===== config.mk =====
export PLATFORM = sky130hd
export DESIGN_NAME = cpu_top
export DESIGN_NICKNAME = d
export VERILOG_FILES = /design/src/cpu_pkg.sv /design/src/core_ifs.sv /design/src/prog_mem.sv /design/src/apb_host.sv /design/src/instr_decode.sv /design/src/alu_execute.sv /design/src/reg_result.sv /design/src/cpu_top.sv
export SDC_FILE = /design/constraint.sdc
export NUM_CORES = 2
export LEC_CHECK = 0
export BUFFER_PORTS_ARGS = -buffer_cell sky130_fd_sc_hd__buf_2
export CORE_AREA = 2 2 561 563
export DETAILED_ROUTE_END_ITERATION = 6
export DIE_AREA = 0 0 563 565
export HOLD_SLACK_MARGIN = 0.06
export PLACE_DENSITY = 0.49
export SETUP_SLACK_MARGIN = 0.5
export SLEW_MARGIN = 40
export SYNTH_ARGS = -nofsm -noshare
export SYNTH_HDL_FRONTEND = slang
export SYNTH_SLANG_ARGS = --single-unit
export TNS_END_PERCENT = 20

===== constraint.sdc =====
create_clock -name clk -period 37.9 [get_ports clk]
set_clock_uncertainty 0.1 [all_clocks]
set_input_delay 5.685 -clock clk [delete_from_list [all_inputs] [get_ports clk]]
set_output_delay 5.685 -clock clk [all_outputs]
set_load 0.01 [all_outputs]

===== src/cpu_pkg.sv =====
package cpu_pkg;

  // sizes fixed by the instruction format
  localparam int data_w     = 16;
  localparam int num_regs   = 32;
  localparam int reg_idx_w  = 5;
  localparam int prog_words = 64;
  localparam int pc_w       = 6;
  localparam int pc_last    = 62;  // last word where an instruction may start

  localparam int paddr_w = 10;
  localparam int pdata_w = 32;

  // apb address map, byte addresses
  localparam logic [paddr_w-1:0] addr_ctrl      = 10'h000;  // bit 0 starts the machine
  localparam logic [paddr_w-1:0] addr_status    = 10'h004;  // busy, halted, error code
  localparam logic [paddr_w-1:0] addr_reg_base  = 10'h080;  // 32 registers, one per word
  localparam logic [paddr_w-1:0] addr_prog_base = 10'h100;  // 64 program words

  typedef enum logic [7:0] {
    op_jmp       = 8'd1,
    op_num2reg   = 8'd18,
    op_reg_plus  = 8'd19,
    op_reg_minus = 8'd20,
    op_reg_mul   = 8'd21,
    op_reg_div   = 8'd22,
    op_exit      = 8'd27
  } opcode_e;

  typedef enum logic [2:0] {
    alu_set,
    alu_add,
    alu_sub,
    alu_mul,
    alu_div
  } alu_op_e;

  typedef enum logic [2:0] {
    err_none           = 3'd0,
    err_wrong_address  = 3'd1,
    err_divide_by_zero = 3'd2,
    err_wrong_reg_num  = 3'd3,
    err_wrong_opcode   = 3'd4
  } error_e;

  typedef enum logic [2:0] {
    st_idle,
    st_fetch1,
    st_fetch2,
    st_issue,
    st_halt
  } decode_state_e;

endpackage


===== src/core_ifs.sv =====
// one arithmetic op from decode to execute
interface exec_if import cpu_pkg::*; ();
  logic                 valid;
  logic                 ready;  // low while a range is being walked
  alu_op_e              op;
  logic [reg_idx_w-1:0] first;
  logic [reg_idx_w-1:0] last;
  logic [data_w-1:0]    value;

  modport source (output valid, op, first, last, value, input ready);
  modport sink (input valid, op, first, last, value, output ready);
endinterface

// register file access from execute, run status from decode
interface wb_if import cpu_pkg::*; ();
  logic [reg_idx_w-1:0] rd_idx;
  logic [data_w-1:0]    rd_data;
  logic                 wr_en;
  logic [reg_idx_w-1:0] wr_idx;
  logic [data_w-1:0]    wr_data;
  logic                 busy;
  logic                 halt_req;  // one cycle, error is valid with it
  error_e               error;

  modport execute (output rd_idx, wr_en, wr_idx, wr_data, input rd_data);
  modport status (output busy, halt_req, error);
  modport result (
    input  rd_idx, wr_en, wr_idx, wr_data, busy, halt_req, error,
    output rd_data
  );
endinterface


===== src/prog_mem.sv =====
module prog_mem import cpu_pkg::*; (
  input  logic              clk,
  input  logic              wr_en,
  input  logic [pc_w-1:0]   wr_addr,
  input  logic [data_w-1:0] wr_data,
  input  logic [pc_w-1:0]   rd_addr,
  output logic [data_w-1:0] rd_data
);

  logic [data_w-1:0] mem [prog_words];  // loaded by the host before start

  always_ff @(posedge clk) begin
    if (wr_en) begin
      mem[wr_addr] <= wr_data;
    end
  end

  // fetch data shows up one cycle after the address
  always_ff @(posedge clk) begin
    rd_data <= mem[rd_addr];
  end

endmodule


===== src/apb_host.sv =====
module apb_host import cpu_pkg::*; (
  input  logic                 clk,
  input  logic                 rst_n,
  input  logic                 psel,
  input  logic                 penable,
  input  logic                 pwrite,
  input  logic [paddr_w-1:0]   paddr,
  input  logic [pdata_w-1:0]   pwdata,
  output logic [pdata_w-1:0]   prdata,
  output logic                 pready,
  output logic                 pslverr,
  input  logic                 busy,
  input  logic                 halted,
  input  error_e               error,
  output logic                 prog_wr_en,
  output logic [pc_w-1:0]      prog_wr_addr,
  output logic [data_w-1:0]    prog_wr_data,
  output logic                 start,
  output logic [reg_idx_w-1:0] reg_rd_idx,
  input  logic [data_w-1:0]    reg_rd_data
);

  logic               first_access;  // wait state cycle, the transfer acts here
  logic               hit_ctrl;
  logic               hit_status;
  logic               hit_reg;
  logic               hit_prog;
  logic [pdata_w-1:0] rd_word;

  assign first_access = psel && penable && !pready;

  assign hit_ctrl   = paddr == addr_ctrl;
  assign hit_status = paddr == addr_status;
  assign hit_reg    = paddr[1:0] == 2'b00 && paddr[paddr_w-1:7] == addr_reg_base[paddr_w-1:7];
  assign hit_prog   = paddr[1:0] == 2'b00 && paddr[paddr_w-1:8] == addr_prog_base[paddr_w-1:8];

  assign start        = first_access && pwrite && hit_ctrl && pwdata[0] && !busy;
  assign prog_wr_en   = first_access && pwrite && hit_prog && !busy;  // program frozen during a run
  assign prog_wr_addr = paddr[pc_w+1:2];
  assign prog_wr_data = pwdata[data_w-1:0];
  assign reg_rd_idx   = paddr[reg_idx_w+1:2];

  always_comb begin
    rd_word = '0;  // unmapped and write-only space reads as zero
    if (hit_status) begin
      rd_word[0]    = busy;
      rd_word[1]    = halted;
      rd_word[10:8] = error;
    end else if (hit_reg) begin
      rd_word[data_w-1:0] = reg_rd_data;
    end
  end

  always_ff @(posedge clk) begin
    if (!rst_n) begin
      pready  <= 1'b0;
      pslverr <= 1'b0;
    end else begin
      pready  <= first_access;
      pslverr <= first_access && pwrite && hit_prog && busy;
    end
  end

  always_ff @(posedge clk) begin
    if (first_access) begin
      prdata <= pwrite ? '0 : rd_word;
    end
  end

  a_pready_in_access: assert property (@(posedge clk) disable iff (!rst_n)
    pready |-> psel && penable);

endmodule


===== src/instr_decode.sv =====
module instr_decode import cpu_pkg::*; (
  input  logic              clk,
  input  logic              rst_n,
  input  logic              start,
  output logic [pc_w-1:0]   fetch_addr,
  input  logic [data_w-1:0] fetch_data,
  exec_if.source            exec,
  wb_if.status              wb
);

  decode_state_e      state;
  logic [pc_w:0]      pc;         // extra bit lets the pc run past the last word
  logic [data_w-1:0]  instr1;     // first word, fetch_data holds the second in st_issue
  opcode_e            opcode;
  logic [reg_idx_w:0] range_end;  // first + count, may overflow the register file
  logic               is_arith;
  logic               halt_now;
  error_e             err;

  assign opcode    = opcode_e'(instr1[15:8]);
  assign range_end = {1'b0, instr1[4:0]} + {3'b000, instr1[7:5]};
  assign is_arith  = opcode inside {op_num2reg, op_reg_plus, op_reg_minus, op_reg_mul, op_reg_div};

  always_comb begin
    err = err_none;
    case (opcode)
      op_jmp: begin
        if (fetch_data[0]) err = err_wrong_address;  // targets must be even
      end
      op_num2reg, op_reg_plus, op_reg_minus, op_reg_mul: begin
        if (range_end >= num_regs) err = err_wrong_reg_num;
      end
      op_reg_div: begin
        if (fetch_data == '0) err = err_divide_by_zero;
        else if (range_end >= num_regs) err = err_wrong_reg_num;
      end
      op_exit: err = err_none;
      default: err = err_wrong_opcode;
    endcase
  end

  // stop requests wait for execute to drain so earlier ops land first
  assign halt_now = (state == st_issue && (err != err_none || opcode == op_exit)) ||
                    (state == st_fetch1 && pc > pc_last);
  assign wb.halt_req = halt_now && exec.ready;
  assign wb.error    = (state == st_issue) ? err : err_none;
  assign wb.busy     = state != st_idle && state != st_halt;

  assign fetch_addr = (state == st_fetch1) ? pc[pc_w-1:0] : pc[pc_w-1:0] + 1'b1;

  always_comb begin
    case (opcode)
      op_reg_plus:  exec.op = alu_add;
      op_reg_minus: exec.op = alu_sub;
      op_reg_mul:   exec.op = alu_mul;
      op_reg_div:   exec.op = alu_div;
      default:      exec.op = alu_set;
    endcase
  end

  assign exec.valid = state == st_issue && is_arith && err == err_none;
  assign exec.first = instr1[4:0];
  assign exec.last  = range_end[reg_idx_w-1:0];
  assign exec.value = fetch_data;

  always_ff @(posedge clk) begin
    if (!rst_n) begin
      state <= st_idle;
      pc    <= '0;
    end else begin
      case (state)
        st_idle, st_halt: begin
          if (start) begin
            pc    <= '0;
            state <= st_fetch1;
          end
        end
        st_fetch1: begin
          if (wb.halt_req) state <= st_halt;
          else if (pc <= pc_last) state <= st_fetch2;
        end
        st_fetch2: state <= st_issue;
        st_issue: begin
          if (wb.halt_req) begin
            state <= st_halt;
          end else if (!halt_now && opcode == op_jmp) begin
            // a target past the last word halts on the next fetch
            pc    <= (fetch_data > pc_last) ? (pc_w + 1)'(prog_words) : fetch_data[pc_w:0];
            state <= st_fetch1;
          end else if (exec.valid && exec.ready) begin
            pc    <= pc + 2'd2;
            state <= st_fetch1;
          end
        end
        default: state <= st_idle;
      endcase
    end
  end

  always_ff @(posedge clk) begin
    if (state == st_fetch2) instr1 <= fetch_data;
  end

  a_valid_held: assert property (@(posedge clk) disable iff (!rst_n)
    exec.valid && !exec.ready |=> exec.valid && $stable(exec.value));

endmodule


===== src/alu_execute.sv =====
module alu_execute import cpu_pkg::*; (
  input  logic  clk,
  input  logic  rst_n,
  exec_if.sink  exec,
  wb_if.execute wb
);

  logic                 walking;  // one register per cycle while high
  alu_op_e              op_q;
  logic [reg_idx_w-1:0] idx;
  logic [reg_idx_w-1:0] last_q;
  logic [data_w-1:0]    value_q;

  assign exec.ready = !walking;

  assign wb.rd_idx = idx;
  assign wb.wr_idx = idx;
  assign wb.wr_en  = walking;

  // results keep the low 16 bits
  always_comb begin
    case (op_q)
      alu_add: wb.wr_data = wb.rd_data + value_q;
      alu_sub: wb.wr_data = wb.rd_data - value_q;
      alu_mul: wb.wr_data = wb.rd_data * value_q;
      alu_div: wb.wr_data = (value_q == '0) ? '0 : wb.rd_data / value_q;
      default: wb.wr_data = value_q;
    endcase
  end

  always_ff @(posedge clk) begin
    if (!rst_n) begin
      walking <= 1'b0;
    end else if (exec.valid && exec.ready) begin
      walking <= 1'b1;
    end else if (walking && idx == last_q) begin
      walking <= 1'b0;  // ready comes back once the last write is in
    end
  end

  always_ff @(posedge clk) begin
    if (exec.valid && exec.ready) begin
      op_q    <= exec.op;
      idx     <= exec.first;
      last_q  <= exec.last;
      value_q <= exec.value;
    end else if (walking) begin
      idx <= idx + 1'b1;
    end
  end

  // decode must have filtered zero divisors
  a_no_div_zero: assert property (@(posedge clk) disable iff (!rst_n)
    wb.wr_en && op_q == alu_div |-> value_q != '0);

endmodule


===== src/reg_result.sv =====
module reg_result import cpu_pkg::*; (
  input  logic                 clk,
  input  logic                 rst_n,
  input  logic                 start,
  wb_if.result                 wb,
  input  logic [reg_idx_w-1:0] host_idx,
  output logic [data_w-1:0]    host_data,
  output logic                 busy,
  output logic                 halted,
  output error_e               error
);

  logic [data_w-1:0] regs [num_regs];

  assign wb.rd_data = regs[wb.rd_idx];  // execute side
  assign host_data  = regs[host_idx];   // apb side
  assign busy       = wb.busy;          // falls on the same edge halted rises

  always_ff @(posedge clk) begin
    if (!rst_n) begin
      for (int i = 0; i < num_regs; i++) begin
        regs[i] <= '0;
      end
    end else if (wb.wr_en) begin
      regs[wb.wr_idx] <= wb.wr_data;
    end
  end

  always_ff @(posedge clk) begin
    if (!rst_n) begin
      halted <= 1'b0;
      error  <= err_none;
    end else if (start) begin
      halted <= 1'b0;
      error  <= err_none;
    end else if (wb.halt_req) begin
      halted <= 1'b1;
      error  <= wb.error;
    end
  end

  // halt waits for execute to drain, so nothing may follow it
  a_no_write_halted: assert property (@(posedge clk) disable iff (!rst_n)
    wb.wr_en |-> !halted);

endmodule


===== src/cpu_top.sv =====
module cpu_top import cpu_pkg::*; (
  input  logic               clk,
  input  logic               rst_n,
  input  logic               psel,
  input  logic               penable,
  input  logic               pwrite,
  input  logic [paddr_w-1:0] paddr,
  input  logic [pdata_w-1:0] pwdata,
  output logic [pdata_w-1:0] prdata,
  output logic               pready,
  output logic               pslverr
);

  logic                 prog_wr_en;
  logic [pc_w-1:0]      prog_wr_addr;
  logic [data_w-1:0]    prog_wr_data;
  logic [pc_w-1:0]      fetch_addr;
  logic [data_w-1:0]    fetch_data;
  logic                 start;
  logic [reg_idx_w-1:0] reg_rd_idx;
  logic [data_w-1:0]    reg_rd_data;
  logic                 busy;
  logic                 halted;
  error_e               error;

  exec_if exec_bus ();
  wb_if   wb_bus ();

  prog_mem prog_mem_i (
    .clk     (clk),
    .wr_en   (prog_wr_en),
    .wr_addr (prog_wr_addr),
    .wr_data (prog_wr_data),
    .rd_addr (fetch_addr),
    .rd_data (fetch_data)
  );

  apb_host apb_host_i (
    .clk          (clk),
    .rst_n        (rst_n),
    .psel         (psel),
    .penable      (penable),
    .pwrite       (pwrite),
    .paddr        (paddr),
    .pwdata       (pwdata),
    .prdata       (prdata),
    .pready       (pready),
    .pslverr      (pslverr),
    .busy         (busy),
    .halted       (halted),
    .error        (error),
    .prog_wr_en   (prog_wr_en),
    .prog_wr_addr (prog_wr_addr),
    .prog_wr_data (prog_wr_data),
    .start        (start),
    .reg_rd_idx   (reg_rd_idx),
    .reg_rd_data  (reg_rd_data)
  );

  instr_decode instr_decode_i (
    .clk        (clk),
    .rst_n      (rst_n),
    .start      (start),
    .fetch_addr (fetch_addr),
    .fetch_data (fetch_data),
    .exec       (exec_bus.source),
    .wb         (wb_bus.status)
  );

  alu_execute alu_execute_i (
    .clk   (clk),
    .rst_n (rst_n),
    .exec  (exec_bus.sink),
    .wb    (wb_bus.execute)
  );

  reg_result reg_result_i (
    .clk       (clk),
    .rst_n     (rst_n),
    .start     (start),
    .wb        (wb_bus.result),
    .host_idx  (reg_rd_idx),
    .host_data (reg_rd_data),
    .busy      (busy),
    .halted    (halted),
    .error     (error)
  );

endmodule


==> run_results.csv <==
group,metric,value,unit
detailed_routing,wl,258,mm
clocking,clk_path_buf_depth,4,
detailed_routing,drt_first_pass_iters,7,
placed_design,dp_hpwl,162,mm
synth,synth.area.top_cells,"edfxtp_1 59%, mux4_2 16%, nor2_1 3.6%",
grt,antenna_found_initial,13,
synth,synth_flop_cell,"edfxtp_1",
detailed_routing,vias,48548,
clocking,cts_hold_buf,0,
clocking,h-tree-depth,4,
synth,ys_types,88,
synth,syn_inst,5219,
worst_setup_path,crit_type,"flip-flop to flip-flop",
timing,slew_violations,0,
power,power_density,48.0,nW/um^2
timing,fin_crit,34.74,ns
worst_setup_path,cp-endpoint,"reg_result_i.regs[6][0]",
worst_setup_path,slowest_stage,"dfxtp_2",
synth,async_flop_share,0,%
final_layout,syn_to_final_growth,14.8,%
synth,syn_avg_cell_area,15.5,sq um
synth,netlist_area,80800,sq um
timing,slew-limit-headroom,37.9,%
detailed_routing,post_drt_wl_per_cell,26.8,microns
floorplanning,initial_core_util,25.9,%
placed_design,place_congestion,0.857,
placed_design,portBuffers,48,
flow_run,drv_cap,0,
hold_path,hold_class,"flip-flop to flip-flop",
power,power,4.45,mW
clocking,cts_root_buffer,"clkbuf_16",
synth,synth-edff-count,1597,
synth,synth_top_cell_area_share,59.4,%
grt,first_global_vias,49275,
grt,grt_pass1_wl,366,mm
timing,layout_setup_ws,3.16,ns
detailed_routing,ant_nets,0,
synth,yosysWarnings,0,
worst_setup_path,critPathCaptureType,"flip-flop",
final_layout,fin_area,92700,sq um
floorplanning,rows,205,
floorplanning,fp.dieArea,318000,sq um
worst_setup_path,critPathMaxStageDelay,0.68,ns
synth,synth-seq-cells,1635,
detailed_routing,dr.first_iter.drc_count,5300,
grt,overflow,0,
final_layout,final_cells,9640,
worst_setup_path,required,38.33,ns
timing,rsz0062_at_grt,"false",
clocking,cts_resized,0,
timing,finalHoldWorstSlack,0.373,ns
timing,setup-tns-final,0,ns
detailed_routing,routed_via_density,5.04,
floorplanning,core,311000,sq um
status,violations,"design-rule violations",
timing,post-route-period-util,91.7,%
power,vdd_drop_max,0.0460,mV
floorplanning,die_height,565,microns
grt,grt_util_all_layers,16.0,%
floorplanning,fp.dieW,563,microns
clocking,cts_tree,"built",
power,p_leak,31.5,nW
final_layout,drive_above_1_share,23.6,%
clocking,clk_latency,0.85,ns
clocking,cts_setup_buffers,0,
worst_setup_path,crit_top_cell,"o21a_1",
status,status,"complete, but fails checks",
floorplanning,io_pins,81,
worst_setup_path,rr_worst_depth,130,
placed_design,dp_cells,9323,
worst_setup_path,r2r_slack,3.16,ns
timing,fmax,28.8,MHz
placed_design,dpl-instance-area,87300,sq um
final_layout,utilization,29.8,%
clocking,cts.sink_count,1635,
timing,setup_violations,0,
grt,grt_max_degree,112,
final_layout,nets,5706,
synth,yosys.area.top_type,"edfxtp_1",
clocking,clk_pin_slew,0.06,ns
worst_setup_path,reg2reg_to,"reg_result_i.regs[6][0]",
worst_setup_path,arrival,35.17,ns
timing,hold_viol,0,
timing,worst_pin_slew,0.931,ns
placed_design,dpl_worst_slack,2.63,ns
clocking,cts_buffers,177,
worst_setup_path,critPathMaxFanout,20,
worst_setup_path,cp-start-kind,"flip-flop",
synth,ys_seq_area_share,60.3,%
detailed_routing,drc,3,
-- state kept, by name, summed over array words and instances, names as in the netlist, 5 cells and up, named ones only --
signal	count
apb_host_i.prdata	16
prog_mem_i.mem	1024
instr_decode_i.pc	7
instr_decode_i.instr1	16
alu_execute_i.wb.rd_idx	5
alu_execute_i.last_q	5
prog_mem_i.rd_data	16
alu_execute_i.value_q	16
reg_result_i.regs	512
-- logic make-up after synthesis --
group | count (synthesis) | share of synthesized area (%)
flops | 1635 | 60.3
simple gates | 1350 | 7.31
mux | 755 | 18.5
compound gates | 544 | 4.61
buf+inv | 515 | 2.57
fa+ha+maj | 297 | 5.36
xor+xnor | 122 | 1.32
other cells | 1 | 0.00464
-- how the worst min path moves through the flow --
stage	start	to	slack, ns	cells past startpoint
floorplan	prog_mem_i.rd_data[10]	alu_execute_i.value_q[10]	0.33	0
global placement	prog_mem_i.rd_data[8]	instr_decode_i.instr1[8]	0.36	0
detailed placement	prog_mem_i.rd_data[8]	instr_decode_i.instr1[8]	0.36	0
CTS	prog_mem_i.rd_data[8]	alu_execute_i.value_q[8]	0.38	0
global route	prog_mem_i.rd_data[14]	alu_execute_i.value_q[14]	0.40	0
finish	prog_mem_i.rd_data[8]	alu_execute_i.value_q[8]	0.37	0
-- cell usage in the layout (no fill, tap or decap), drive strengths merged, types with 13 or more instances in the layout --
cell type / netlist / layout
nor2b: 37 / 37
nor3b: 13 / 13
mux2i: 115 / 115
ha: 215 / 215
a21boi: 13 / 13
inv: 185 / 191
a31oi: 33 / 33
or2: 13 / 13
mux2: 53 / 53
dfxtp: 38 / 38
buf: 100 / 277
and2: 41 / 41
nand2: 242 / 242
xnor2: 90 / 90
o21ai: 96 / 96
fa: 82 / 82
nor4: 15 / 15
nand2b: 24 / 24
o31ai: 20 / 20
nor2: 765 / 765
conb: 1 / 16
mux4: 587 / 587
clkbuf: 228 / 229
a221oi: 19 / 19
a21o: 38 / 38
edfxtp: 1597 / 1597
nand3: 50 / 50
xor2: 32 / 32
a21oi: 108 / 108
o211ai: 16 / 16
and3: 22 / 22
or3: 16 / 16
nand4: 17 / 17
clkinv: 2 / 68
a22oi: 45 / 45
nor3: 63 / 63
o21a: 64 / 64
-- cell usage after synthesis (8+ instances only) --
master,number
a2111oi_0,8
a211oi_1,9
a21boi_0,11
a21o_1,38
a21oi_1,108
a221oi_1,16
a22oi_1,45
a31oi_1,33
and2_1,40
and3_1,22
and3b_1,9
buf_1,48
buf_2,22
buf_4,29
clkbuf_1,228
dfxtp_1,38
edfxtp_1,1597
fa_1,82
ha_1,215
inv_1,185
mux2_2,52
mux2i_1,115
mux4_2,587
nand2_1,241
nand2b_1,24
nand3_1,48
nand4_1,17
nor2_1,765
nor2b_1,37
nor3_1,62
nor3b_1,13
nor4_1,13
o211ai_1,15
o21a_1,64
o21ai_0,90
o31ai_1,20
or2_2,12
or3_1,16
xnor2_1,90
xor2_1,32
-- metal layers --
metal  vias to the layer above  share of wire (%)  wire (microns)  GRT usage [%]
li1                      20576                  -               -              -
met5                         -             0.0077              20              0
met1                     25712                 43          110000           21.7
met4                         4                3.0            7760           4.71
met2                      1867                 48          123000           26.2
met3                       389                6.9           17900           2.54
-- layout make-up --
| cell class | count | area (sq um) |
|---|---|---|
| Antenna cell | 4 | 10.0 |
| Clock buffer | 229 | 4690 |
| Clock inverter | 84 | 719 |
| Fill cell | 30994 | 219000 |
| Inverter | 187 | 702 |
| Multi-Input combinational cell | 3084 | 30600 |
| Sequential cell | 1635 | 48700 |
| Tap cell | 4140 | 5180 |
| Timing Repair Buffer | 277 | 2150 |
-- power breakdown --
group	switching, mW	internal, mW	leakage (nW)	total [mW]
Sequential	0.0288	2.02	15.4	2.05
Clock	0.717	0.946	2.65	1.66
Combinational	0.387	0.351	13.4	0.738
-- critical path: cells and delay by family, from the launching register on --
family,cells,cell delay (ns)
muxes,10,4.21
adders and majority gates,16,4.81
buffers and inverters,6,1.12
DFF,1,0.68
and+or+nand+nor,12,2.02
AOI/OAI and AO/OA,86,21.39
No activity file was read; power rests on OpenSTA's default activity.
